===== config.mk =====
export PLATFORM = sky130hd
export DESIGN_NAME = radio_core
export DESIGN_NICKNAME = d
export VERILOG_FILES = /design/src/hw/radio_pkg.sv /design/src/hw/ctrl_cmd_decoder.sv /design/src/hw/radio_settings.sv /design/src/hw/timekeeper.sv /design/src/hw/tx_frontend.sv /design/src/hw/rx_framer.sv /design/src/hw/radio_core.sv
export SDC_FILE = /design/constraint.sdc
export NUM_CORES = 2
export LEC_CHECK = 0
export BUFFER_PORTS_ARGS = -buffer_cell sky130_fd_sc_hd__clkbuf_2
export CAP_MARGIN = 20
export CORE_MARGIN = 3
export CORE_UTILIZATION = 61
export DETAILED_ROUTE_END_ITERATION = 8
export PLACE_DENSITY = 0.8
export SKIP_LAST_GASP = 1
export SLEW_MARGIN = 20
export SYNTH_ARGS = -nofsm -noshare
export SYNTH_HDL_FRONTEND = slang
export SYNTH_SLANG_ARGS = --single-unit

===== constraint.sdc =====
create_clock -name bus_clk -period 8 [get_ports bus_clk]
set_input_delay 0.4 -clock bus_clk [delete_from_list [all_inputs] [get_ports bus_clk]]
set_output_delay 0.4 -clock bus_clk [all_outputs]
set_load 0.01 [all_outputs]

===== src/hw/radio_pkg.sv =====
// Shared constants and types for the radio control plane and sample path
// All blocks run on the single bus_clk with one active-low async reset
// Setting addresses are 8 bits and readback indices 3 bits wide
package radio_pkg;

   ////////////////////
   // Widths and depths
   localparam int WORD_W       = 64;
   localparam int SAMPLE_W     = 32;   // Packed I/Q
   localparam int SET_ADDR_W   = 8;
   localparam int SET_DATA_W   = 32;
   localparam int RB_IDX_W     = 3;
   localparam int CTRL_DEPTH   = 4;    // Also the host's starting command credits
   localparam int RX_BUF_DEPTH = 8;
   localparam int OVF_W        = 16;
   localparam int CTRL_PTR_W   = $clog2(CTRL_DEPTH);
   localparam int RX_PTR_W     = $clog2(RX_BUF_DEPTH);
   localparam int CRED_W       = 16;   // Response and RX credit counters
   localparam int PKT_W        = 8;    // Packet length in words

   // Command word fields
   localparam int CMD_OP_LSB   = 56;
   localparam int CMD_ADDR_LSB = 48;

   ////////////////////
   // Setting bus addresses
   localparam logic [SET_ADDR_W-1:0] SR_LOOPBACK   = 8'd6;
   localparam logic [SET_ADDR_W-1:0] SR_TEST       = 8'd21;
   localparam logic [SET_ADDR_W-1:0] SR_CODEC_IDLE = 8'd22;
   localparam logic [SET_ADDR_W-1:0] SR_TX_CTRL    = 8'd64;   // Bit 0 run_tx
   localparam logic [SET_ADDR_W-1:0] SR_RX_CTRL    = 8'd96;   // Bit 0 run_rx, 15..8 length
   localparam logic [SET_ADDR_W-1:0] SR_TIME_HI    = 8'd128;
   localparam logic [SET_ADDR_W-1:0] SR_TIME_LO    = 8'd129;
   localparam logic [SET_ADDR_W-1:0] SR_TIME_CTRL  = 8'd130;  // Bit 0 load at pps

   ////////////////////
   // Readback indices
   localparam logic [RB_IDX_W-1:0] RB_TEST      = 3'd0;
   localparam logic [RB_IDX_W-1:0] RB_TIME      = 3'd1;
   localparam logic [RB_IDX_W-1:0] RB_TIME_PPS  = 3'd2;
   localparam logic [RB_IDX_W-1:0] RB_RADIO     = 3'd3;
   localparam logic [RB_IDX_W-1:0] RB_RX_STATUS = 3'd5;

   // Reply to an unknown opcode
   localparam logic [WORD_W-1:0] ERR_RESP = '1;

   typedef enum logic [7:0] {
      CMD_WRITE = 8'd1,
      CMD_READ  = 8'd2
   } cmd_op_e;

   typedef enum logic {
      RX_EMPTY,
      RX_HALF      // First sample of the pair held
   } rx_state_e;

endpackage


===== src/hw/ctrl_cmd_decoder.sv =====
// Host command decoder with a small command FIFO
// The host must hold a command credit for every word it presents
// Exactly one response per command, sent only against a response credit
`timescale 1ns/1ps

module ctrl_cmd_decoder (
   input  logic                                 bus_clk,
   input  logic                                 i_rst_n,
   input  logic                                 i_ctrl_valid,
   input  logic [radio_pkg::WORD_W-1:0]         i_ctrl_data,
   input  logic                                 i_resp_credit,
   input  logic [radio_pkg::WORD_W-1:0]         i_rb_data,
   output logic                                 o_ctrl_credit,
   output logic                                 o_resp_valid,
   output logic [radio_pkg::WORD_W-1:0]         o_resp_data,
   output logic                                 o_set_stb,
   output logic [radio_pkg::SET_ADDR_W-1:0]     o_set_addr,
   output logic [radio_pkg::SET_DATA_W-1:0]     o_set_data,
   output logic [radio_pkg::RB_IDX_W-1:0]       o_rb_idx
);

   logic [radio_pkg::WORD_W-1:0]     fifo_mem [radio_pkg::CTRL_DEPTH];
   logic [radio_pkg::CTRL_PTR_W-1:0] wr_ptr;
   logic [radio_pkg::CTRL_PTR_W-1:0] rd_ptr;
   logic [radio_pkg::CTRL_PTR_W:0]   fifo_cnt;
   logic [radio_pkg::CRED_W-1:0]     resp_cred;
   logic [radio_pkg::WORD_W-1:0]     head;
   radio_pkg::cmd_op_e               head_op;
   logic                             pop;

   assign head     = fifo_mem[rd_ptr];
   assign head_op  = radio_pkg::cmd_op_e'(head[radio_pkg::CMD_OP_LSB +: 8]);
   assign pop      = (fifo_cnt != '0) && (resp_cred != '0);
   assign o_rb_idx = head[radio_pkg::CMD_ADDR_LSB +: radio_pkg::RB_IDX_W];  // Read index

   always_ff @(posedge bus_clk) begin
      if (i_ctrl_valid) fifo_mem[wr_ptr] <= i_ctrl_data;
   end

   ////////////////////
   // FIFO pointers and response credits
   always_ff @(posedge bus_clk or negedge i_rst_n) begin
      if (!i_rst_n) begin
         wr_ptr    <= '0;
         rd_ptr    <= '0;
         fifo_cnt  <= '0;
         resp_cred <= '0;
      end else begin
         if (i_ctrl_valid) wr_ptr <= wr_ptr + 1'b1;
         if (pop) rd_ptr <= rd_ptr + 1'b1;
         if (i_ctrl_valid && !pop) fifo_cnt <= fifo_cnt + 1'b1;
         else if (!i_ctrl_valid && pop) fifo_cnt <= fifo_cnt - 1'b1;
         if (i_resp_credit && !pop) resp_cred <= resp_cred + 1'b1;
         else if (!i_resp_credit && pop) resp_cred <= resp_cred - 1'b1;
      end
   end

   ////////////////////
   // Response and setting bus one cycle after the pop
   always_ff @(posedge bus_clk or negedge i_rst_n) begin
      if (!i_rst_n) begin
         o_ctrl_credit <= 1'b0;
         o_resp_valid  <= 1'b0;
         o_set_stb     <= 1'b0;
      end else begin
         o_ctrl_credit <= pop;                // Freed FIFO slot
         o_resp_valid  <= pop;
         o_set_stb     <= pop && (head_op == radio_pkg::CMD_WRITE);
      end
   end

   always_ff @(posedge bus_clk) begin
      if (pop) begin
         o_set_addr <= head[radio_pkg::CMD_ADDR_LSB +: radio_pkg::SET_ADDR_W];
         o_set_data <= head[radio_pkg::SET_DATA_W-1:0];
         case (head_op)
            radio_pkg::CMD_WRITE: o_resp_data <= head;        // Echo
            radio_pkg::CMD_READ:  o_resp_data <= i_rb_data;   // Sampled now
            default:              o_resp_data <= radio_pkg::ERR_RESP;
         endcase
      end
   end

endmodule


===== src/hw/radio_settings.sv =====
// Setting registers on the setting bus, plus the readback mux
// All registers clear on reset; a zero packet length reads as one word
// Readback is combinational from the index in the read command
`timescale 1ns/1ps

module radio_settings (
   input  logic                                 bus_clk,
   input  logic                                 i_rst_n,
   input  logic                                 i_set_stb,
   input  logic [radio_pkg::SET_ADDR_W-1:0]     i_set_addr,
   input  logic [radio_pkg::SET_DATA_W-1:0]     i_set_data,
   input  logic [radio_pkg::RB_IDX_W-1:0]       i_rb_idx,
   input  logic [radio_pkg::WORD_W-1:0]         i_vita_time,
   input  logic [radio_pkg::WORD_W-1:0]         i_vita_time_pps,
   input  logic [radio_pkg::SAMPLE_W-1:0]       i_tx,
   input  logic [radio_pkg::SAMPLE_W-1:0]       i_rx,
   input  logic [radio_pkg::OVF_W-1:0]          i_ovf_count,
   input  radio_pkg::rx_state_e                 i_rx_state,
   output logic [radio_pkg::WORD_W-1:0]         o_rb_data,
   output logic                                 o_loopback,
   output logic                                 o_run_tx,
   output logic                                 o_run_rx,
   output logic [radio_pkg::SAMPLE_W-1:0]       o_tx_idle,
   output logic [radio_pkg::PKT_W-1:0]          o_pkt_words
);

   logic [radio_pkg::SET_DATA_W-1:0] test_reg;
   logic [radio_pkg::PKT_W-1:0]      pkt_len;

   assign o_pkt_words = (pkt_len == '0) ? 8'd1 : pkt_len;

   always_ff @(posedge bus_clk or negedge i_rst_n) begin
      if (!i_rst_n) begin
         o_loopback <= 1'b0;
         test_reg   <= '0;
         o_tx_idle  <= '0;
         o_run_tx   <= 1'b0;
         o_run_rx   <= 1'b0;
         pkt_len    <= '0;
      end else if (i_set_stb) begin
         case (i_set_addr)
            radio_pkg::SR_LOOPBACK:   o_loopback <= i_set_data[0];
            radio_pkg::SR_TEST:       test_reg   <= i_set_data;
            radio_pkg::SR_CODEC_IDLE: o_tx_idle  <= i_set_data;
            radio_pkg::SR_TX_CTRL:    o_run_tx   <= i_set_data[0];
            radio_pkg::SR_RX_CTRL: begin
               o_run_rx <= i_set_data[0];
               pkt_len  <= i_set_data[15:8];
            end
            default: ;                        // Time registers live in timekeeper
         endcase
      end
   end

   ////////////////////
   // Readback mux
   always_comb begin
      case (i_rb_idx)
         radio_pkg::RB_TEST:      o_rb_data = {32'd0, test_reg};
         radio_pkg::RB_TIME:      o_rb_data = i_vita_time;
         radio_pkg::RB_TIME_PPS:  o_rb_data = i_vita_time_pps;
         radio_pkg::RB_RADIO:     o_rb_data = {i_tx, i_rx};
         radio_pkg::RB_RX_STATUS: o_rb_data = {32'd0, i_ovf_count, 15'd0, i_rx_state};
         default:                 o_rb_data = '0;
      endcase
   end

endmodule


===== src/hw/timekeeper.sv =====
// 64-bit time counter with immediate or pps-aligned load
// i_pps is taken as already synchronous to bus_clk
// Write the high word first; the low word write triggers the load
`timescale 1ns/1ps

module timekeeper (
   input  logic                                 bus_clk,
   input  logic                                 i_rst_n,
   input  logic                                 i_set_stb,
   input  logic [radio_pkg::SET_ADDR_W-1:0]     i_set_addr,
   input  logic [radio_pkg::SET_DATA_W-1:0]     i_set_data,
   input  logic                                 i_pps,
   output logic [radio_pkg::WORD_W-1:0]         o_vita_time,
   output logic [radio_pkg::WORD_W-1:0]         o_vita_time_pps
);

   logic [radio_pkg::SET_DATA_W-1:0] time_hi;
   logic [radio_pkg::WORD_W-1:0]     load_val;
   logic                             load_at_pps;
   logic                             armed;      // Load waiting for pps
   logic                             pps_d;
   logic                             pps_rise;
   logic                             wr_lo;

   assign pps_rise = i_pps && !pps_d;
   assign wr_lo    = i_set_stb && (i_set_addr == radio_pkg::SR_TIME_LO);

   always_ff @(posedge bus_clk) begin
      if (i_set_stb && (i_set_addr == radio_pkg::SR_TIME_HI)) time_hi <= i_set_data;
      if (wr_lo) load_val <= {time_hi, i_set_data};
   end

   always_ff @(posedge bus_clk or negedge i_rst_n) begin
      if (!i_rst_n) begin
         o_vita_time     <= '0;
         o_vita_time_pps <= '0;
         load_at_pps     <= 1'b0;
         armed           <= 1'b0;
         pps_d           <= 1'b0;
      end else begin
         pps_d <= i_pps;
         if (i_set_stb && (i_set_addr == radio_pkg::SR_TIME_CTRL))
            load_at_pps <= i_set_data[0];

         if (wr_lo && !load_at_pps)
            o_vita_time <= {time_hi, i_set_data};
         else if (pps_rise && armed)
            o_vita_time <= load_val;
         else
            o_vita_time <= o_vita_time + 1'b1;

         // Latch the time that the pps edge marks
         if (pps_rise) o_vita_time_pps <= armed ? load_val : o_vita_time;

         if (wr_lo && load_at_pps) armed <= 1'b1;
         else if (pps_rise) armed <= 1'b0;
      end
   end

endmodule


===== src/hw/tx_frontend.sv =====
// Registered radio TX output, one cycle after the sample
// Holds the last sample when none is valid, idle word while stopped
`timescale 1ns/1ps

module tx_frontend (
   input  logic                                 bus_clk,
   input  logic                                 i_rst_n,
   input  logic                                 i_run_tx,
   input  logic [radio_pkg::SAMPLE_W-1:0]       i_tx_idle,
   input  logic                                 i_tx_sample_valid,
   input  logic [radio_pkg::SAMPLE_W-1:0]       i_tx_sample,
   output logic [radio_pkg::SAMPLE_W-1:0]       o_tx
);

   always_ff @(posedge bus_clk or negedge i_rst_n) begin
      if (!i_rst_n) begin
         o_tx <= '0;
      end else if (!i_run_tx) begin
         o_tx <= i_tx_idle;                   // Codec idle while stopped
      end else if (i_tx_sample_valid) begin
         o_tx <= i_tx_sample;
      end
   end

endmodule


===== src/hw/rx_framer.sv =====
// Packs RX sample pairs into 64-bit words and sends them under credits
// First sample goes in the upper half; a half word is lost on stop
// Words arriving at a full buffer are dropped and counted, saturating
`timescale 1ns/1ps

module rx_framer (
   input  logic                                 bus_clk,
   input  logic                                 i_rst_n,
   input  logic                                 i_run_rx,
   input  logic                                 i_loopback,
   input  logic [radio_pkg::PKT_W-1:0]          i_pkt_words,
   input  logic [radio_pkg::SAMPLE_W-1:0]       i_rx,
   input  logic [radio_pkg::SAMPLE_W-1:0]       i_tx,
   input  logic                                 i_rx_credit,
   output logic                                 o_rx_valid,
   output logic [radio_pkg::WORD_W-1:0]         o_rx_data,
   output logic                                 o_rx_last,
   output logic [radio_pkg::OVF_W-1:0]          o_ovf_count,
   output radio_pkg::rx_state_e                 o_rx_state
);

   logic [radio_pkg::SAMPLE_W-1:0] sample;
   logic [radio_pkg::SAMPLE_W-1:0] upper;
   radio_pkg::rx_state_e           state;
   logic [radio_pkg::WORD_W-1:0]   buf_mem [radio_pkg::RX_BUF_DEPTH];
   logic [radio_pkg::RX_PTR_W-1:0] wr_ptr;
   logic [radio_pkg::RX_PTR_W-1:0] rd_ptr;
   logic [radio_pkg::RX_PTR_W:0]   buf_cnt;
   logic [radio_pkg::CRED_W-1:0]   rx_cred;
   logic [radio_pkg::PKT_W-1:0]    pkt_cnt;
   logic                           push;
   logic                           full;
   logic                           wr_en;

   assign sample     = i_loopback ? i_tx : i_rx;           // Digital loopback
   assign push       = i_run_rx && (state == radio_pkg::RX_HALF);
   assign full       = (buf_cnt == radio_pkg::RX_BUF_DEPTH);
   assign wr_en      = push && !full;
   assign o_rx_valid = (buf_cnt != '0) && (rx_cred != '0);
   assign o_rx_data  = buf_mem[rd_ptr];
   assign o_rx_last  = o_rx_valid && (pkt_cnt >= i_pkt_words - 1'b1);
   assign o_rx_state = state;

   always_ff @(posedge bus_clk) begin
      if (i_run_rx && (state == radio_pkg::RX_EMPTY)) upper <= sample;
      if (wr_en) buf_mem[wr_ptr] <= {upper, sample};
   end

   ////////////////////
   // Sample pairing
   always_ff @(posedge bus_clk or negedge i_rst_n) begin
      if (!i_rst_n)
         state <= radio_pkg::RX_EMPTY;
      else if (!i_run_rx)
         state <= radio_pkg::RX_EMPTY;        // Drop any held half
      else if (state == radio_pkg::RX_EMPTY)
         state <= radio_pkg::RX_HALF;
      else
         state <= radio_pkg::RX_EMPTY;
   end

   ////////////////////
   // Buffer, credits, packet count, overflow
   always_ff @(posedge bus_clk or negedge i_rst_n) begin
      if (!i_rst_n) begin
         wr_ptr      <= '0;
         rd_ptr      <= '0;
         buf_cnt     <= '0;
         rx_cred     <= '0;
         pkt_cnt     <= '0;
         o_ovf_count <= '0;
      end else begin
         if (wr_en) wr_ptr <= wr_ptr + 1'b1;
         if (o_rx_valid) rd_ptr <= rd_ptr + 1'b1;
         if (wr_en && !o_rx_valid) buf_cnt <= buf_cnt + 1'b1;
         else if (!wr_en && o_rx_valid) buf_cnt <= buf_cnt - 1'b1;
         if (i_rx_credit && !o_rx_valid) rx_cred <= rx_cred + 1'b1;
         else if (!i_rx_credit && o_rx_valid) rx_cred <= rx_cred - 1'b1;
         if (o_rx_valid) pkt_cnt <= o_rx_last ? '0 : pkt_cnt + 1'b1;
         if (push && full && (o_ovf_count != '1))
            o_ovf_count <= o_ovf_count + 1'b1;
      end
   end

endmodule


===== src/hw/radio_core.sv =====
// Radio top level on one bus_clk with the control decoder, settings,
// timekeeper, TX front end and RX framer
`timescale 1ns/1ps

module radio_core (
   input  logic                                 bus_clk,
   input  logic                                 i_rst_n,
   input  logic                                 i_ctrl_valid,
   input  logic [radio_pkg::WORD_W-1:0]         i_ctrl_data,
   input  logic                                 i_resp_credit,
   input  logic                                 i_pps,
   input  logic [radio_pkg::SAMPLE_W-1:0]       i_rx,
   input  logic                                 i_tx_sample_valid,
   input  logic [radio_pkg::SAMPLE_W-1:0]       i_tx_sample,
   input  logic                                 i_rx_credit,
   output logic                                 o_ctrl_credit,
   output logic                                 o_resp_valid,
   output logic [radio_pkg::WORD_W-1:0]         o_resp_data,
   output logic [radio_pkg::SAMPLE_W-1:0]       o_tx,
   output logic                                 o_rx_valid,
   output logic [radio_pkg::WORD_W-1:0]         o_rx_data,
   output logic                                 o_rx_last
);

   logic                             set_stb;
   logic [radio_pkg::SET_ADDR_W-1:0] set_addr;
   logic [radio_pkg::SET_DATA_W-1:0] set_data;
   logic [radio_pkg::RB_IDX_W-1:0]   rb_idx;
   logic [radio_pkg::WORD_W-1:0]     rb_data;
   logic [radio_pkg::WORD_W-1:0]     vita_time;
   logic [radio_pkg::WORD_W-1:0]     vita_time_pps;
   logic                             loopback;
   logic                             run_tx;
   logic                             run_rx;
   logic [radio_pkg::SAMPLE_W-1:0]   tx_idle;
   logic [radio_pkg::PKT_W-1:0]      pkt_words;
   logic [radio_pkg::OVF_W-1:0]      ovf_count;
   radio_pkg::rx_state_e             rx_state;

   ////////////////////
   // Control plane
   ctrl_cmd_decoder u_ctrl_cmd_decoder (
      .bus_clk(bus_clk), .i_rst_n(i_rst_n),
      .i_ctrl_valid(i_ctrl_valid), .i_ctrl_data(i_ctrl_data),
      .i_resp_credit(i_resp_credit), .i_rb_data(rb_data),
      .o_ctrl_credit(o_ctrl_credit), .o_resp_valid(o_resp_valid),
      .o_resp_data(o_resp_data), .o_set_stb(set_stb),
      .o_set_addr(set_addr), .o_set_data(set_data), .o_rb_idx(rb_idx)
   );

   radio_settings u_radio_settings (
      .bus_clk(bus_clk), .i_rst_n(i_rst_n),
      .i_set_stb(set_stb), .i_set_addr(set_addr), .i_set_data(set_data),
      .i_rb_idx(rb_idx), .i_vita_time(vita_time), .i_vita_time_pps(vita_time_pps),
      .i_tx(o_tx), .i_rx(i_rx), .i_ovf_count(ovf_count), .i_rx_state(rx_state),
      .o_rb_data(rb_data), .o_loopback(loopback), .o_run_tx(run_tx),
      .o_run_rx(run_rx), .o_tx_idle(tx_idle), .o_pkt_words(pkt_words)
   );

   timekeeper u_timekeeper (
      .bus_clk(bus_clk), .i_rst_n(i_rst_n),
      .i_set_stb(set_stb), .i_set_addr(set_addr), .i_set_data(set_data),
      .i_pps(i_pps), .o_vita_time(vita_time), .o_vita_time_pps(vita_time_pps)
   );

   ////////////////////
   // Sample path
   tx_frontend u_tx_frontend (
      .bus_clk(bus_clk), .i_rst_n(i_rst_n),
      .i_run_tx(run_tx), .i_tx_idle(tx_idle),
      .i_tx_sample_valid(i_tx_sample_valid), .i_tx_sample(i_tx_sample),
      .o_tx(o_tx)
   );

   rx_framer u_rx_framer (
      .bus_clk(bus_clk), .i_rst_n(i_rst_n),
      .i_run_rx(run_rx), .i_loopback(loopback), .i_pkt_words(pkt_words),
      .i_rx(i_rx), .i_tx(o_tx), .i_rx_credit(i_rx_credit),
      .o_rx_valid(o_rx_valid), .o_rx_data(o_rx_data), .o_rx_last(o_rx_last),
      .o_ovf_count(ovf_count), .o_rx_state(rx_state)
   );

endmodule


==> flow_summary.ini <==
[worst_setup_path]
cp-start-kind = register
reg2regPathDepth = 9
cpMaxStageDelayCell = and3_2
arrival_ns = 5.26
rr_endpoint = u_timekeeper.o_vita_time[61]
critPathCaptureType = register
cp.required_ns = 8.61
startpoint = u_ctrl_cmd_decoder.o_set_addr[5]
r2r_setup_slack_ns = 3.36
reg2reg_from = u_ctrl_cmd_decoder.o_set_addr[5]
crit_fanout = 72
worstSetupPathType = register to register
path_cells = nor2_1, nand4b_1, nor2_1, and3_2, buf_4, nor2b_4, buf_4, nor2_4, a221o_1
crit_path_max_incr_delay_ns = 0.78

[route]
wirelength_um = 143700
routed.top_layer = met5
routedWlPerCell_um = 28.90
vias_per_cell = 6.469
met3_length_um = 14950
met1Wirelength_um = 51800
detail_route.first_pass.iterations = 7
ant_nets = 0
wl_met2_um = 69840
post-route-drc-count = 0
dr.first_iter.drc_count = 3687
vias = 32170

[synthesis]
ys_seq_area_share_pct = 69.50
yosysWarningCount = 0
async_reset_ff_share_pct = 23.90
synth_edf_count = 1000
synthAdderAreaFrac_pct = 1.340
synth_cell_types = 66
synth-seq-cells = 1314
avgSynthCellArea_um2 = 16.45
synth_fp_nets = 3504
synth_area_mm2 = 0.05451
synth_top_family_by_area = multiplexers
synth_cells = 3313
ys_dominant_reg_cell = edfxtp_1
synthMuxAreaShare_pct = 15.31
synth_xor_area_share_pct = 1.960
synth-simple-area-share_pct = 5.189
synth-compound-area-share_pct = 5.160

[floorplanning]
pin_count = 299
start_util_pct = 61.59
placementRows = 109
die_w_um = 304.9
die_y_um = 304.9
core_mm2 = 0.08851
fp.dieArea_mm2 = 0.09299

[power]
ir_worst_vdd_v = 0.0003988
p_per_area_mw_per_mm2 = 345.4
p_leak_nw = 22.67

[layout]
final_nets = 3884
drive_gt1_share_pct = 26.53
synthToLayoutAreaGrowth_pct = 14.56
largest_reg_flops = 512
max_flop_register = u_rx_framer.buf_mem
reg_top3 = u_rx_framer.buf_mem (512), u_ctrl_cmd_decoder.fifo_mem (256)

[clocking]
post_cts_resized = 0
clk_pin_slew_worst_paths_ns = 0.06
clk_latency_ns = 0.73
cts_tree = yes
clock-sinks = 1314
htreeDepth = 4
cts_buffer_depth = 3
cts_root_buf = clkbuf_16
cts_made_buffers = 131
cts_setup_buffers = 0

[timing]
hold_viol_final = 0
rsz0062_at_grt = no
setup-tns-final_ns = 0
fmax_ghz = 0.2154
tightest_slew_ns = 1.127
setup_ws_ns = 3.358
final_min_period_over_clock_period_pct = 58.02
maxSlewViolCount = 0
finalClockSkew_ns = 0.02167
slew_headroom_pct = 24.88
finalSetupViolCount = 0
period_minus_slack_ns = 4.642

[placed_design]
pre_cts_slack_ns = 3.578
hpwl_um = 88450
port_buffers = 298
place_congestion = 0.8904

[global_route]
grtUsageTotal_pct = 31.09
grt_pass1_wl_um = 212900
antenna_found_initial = 9
grt-ovfl-total = 0
grt_pass1_vias = 32600
grt_max_degree = 115

[min_path]
hold_class = input pin to register
min_to = u_tx_frontend.o_tx[5]
worstHoldPathCells = 3
min_from = i_tx_sample[5]

[run_status]
status = complete, no violations

[run]
cap_violations = 0
per-layer routing:
metal  GRT usage [%]  up-vias
met5               0        -
met4           14.78        4
met3           7.901      367
met2           49.37     1884
met1           40.76    16290
li1                -    13620
cell usage after synthesis, types with 14 or more instances:
| cell type | number | area [µm²] |
|---|---|---|
| o21a_1 | 32 | 240.2 |
| mux2_2 | 230 | 2590 |
| a22oi_1 | 49 | 367.9 |
| nor3_1 | 26 | 130.1 |
| buf_2 | 43 | 215.2 |
| o21ai_0 | 189 | 945.9 |
| clkbuf_1 | 113 | 424.2 |
| a211oi_1 | 17 | 127.6 |
| mux4_2 | 200 | 4504 |
| nor2_1 | 167 | 626.9 |
| mux2i_1 | 125 | 1251 |
| nand3_1 | 39 | 195.2 |
| inv_1 | 20 | 75.07 |
| xnor2_1 | 66 | 578.1 |
| xor2_1 | 56 | 490.5 |
| nor4_1 | 17 | 106.4 |
| dfrtp_1 | 314 | 7858 |
| ha_1 | 52 | 650.6 |
| edfxtp_1 | 1000 | 30030 |
| a21oi_1 | 89 | 445.4 |
| a221o_1 | 14 | 140.1 |
| nand2_1 | 210 | 788.3 |
| and3_1 | 38 | 237.7 |
| nand4_1 | 32 | 200.2 |
| o22ai_1 | 18 | 112.6 |
layout make-up:
| class | count | area, µm² |
|---|---|---|
| Timing Repair Buffer | 424 | 2675 |
| Multi-Input combinational cell | 1800 | 15900 |
| Clock buffer | 169 | 3691 |
| Inverter | 22 | 85.08 |
| Clock inverter | 71 | 718.2 |
| Sequential cell | 1314 | 37910 |
| Antenna cell | 8 | 20.02 |
| Fill cell | 5333 | 26060 |
| Tap cell | 1165 | 1458 |
through the flow:
stage	power (mW)	hold WS, ns	cell area, µm²	utilization, %	instances
CTS	21.61	0.006152	62430	70.53	4965
global placement	15.15	0.3715	57210	64.64	4646
global route	22.40	0.02588	62430	70.54	4967
finish	21.57	0.03758	62450	70.56	4973
floorplan	13.10	0.1044	54510	-	3313
detailed placement	15.28	0.3677	57240	64.67	4647
worst max-delay path by stage:
stage | endpoint | slack, ns | cells after the start
after global routing | u_timekeeper.o_vita_time[61] | 3.16 | 9
after detailed placement | u_timekeeper.o_vita_time[61] | 3.58 | 9
after CTS | u_timekeeper.o_vita_time[61] | 3.42 | 9
after global placement | u_timekeeper.o_vita_time[61] | 3.70 | 9
after floorplan | u_rx_framer.buf_mem[0][0] | 2.07 | 4
final | u_timekeeper.o_vita_time[61] | 3.36 | 9
cell families (layout without fill, tap and decap cells):
group                      after synthesis  after routing
and+or+nand+nor                        604            604
other                                    0              8
xor gates and xnor gates               122            122
DFF                                   1314           1314
adders and majority gates               56             56
buffers and inverters                  199            686
muxes                                  555            555
AOI/OAI and AO/OA                      463            463
layout by cell type (no fill, tap or decap), types with 10 or more instances in the layout:
cell           Yosys  routed
a211oi_1          17      17
a21o_1            12      12
a21oi_1           89      89
a221o_1           14      14
a22oi_1           49      49
and3_1            38      37
and4_1            10      10
buf_4              7      46
bufinv_16          0      14
clkbuf_1         113      20
clkbuf_16          0     139
clkbuf_2           0     297
clkbuf_8           0      10
clkinv_1           2      27
clkinv_2           0      18
dfrtp_1          314     307
dlygate4sd3_1      0      78
edfxtp_1        1000    1000
ha_1              52      52
inv_1             20      19
mux2_2           230     230
mux2i_1          125     125
mux4_2           200     198
nand2_1          210     210
nand2b_1          12      11
nand3_1           39      39
nand4_1           32      32
nor2_1           167     160
nor3_1            26      24
nor4_1            17      17
o21a_1            32      32
o21ai_0          189     188
o21bai_1          11      11
o22ai_1           18      18
xnor2_1           66      66
xor2_1            56      56
report_power, final:
part / internal, mW / switching, mW
Sequential: 8.36 / 0.977
Clock: 3.71 / 2.59
Combinational: 2.63 / 3.29
Total: 14.7 / 6.86
critical path: cells and delay by family, from the launching register on:
| kind | cells | cell delay [ns] |
|---|---|---|
| flip-flops | 1 | 0.41 |
| AND/OR/NAND/NOR | 6 | 2.28 |
| AO/OA/AOI/OAI | 1 | 0.40 |
| buffers and inverters | 2 | 1.31 |
repair_timing:
action                                  CTS  global route
endpoints found under the hold margin   329             0
hold buffers                             78             0
endpoints found under the setup margin    0             0
Note: power is estimated with default switching activity, not from simulation.
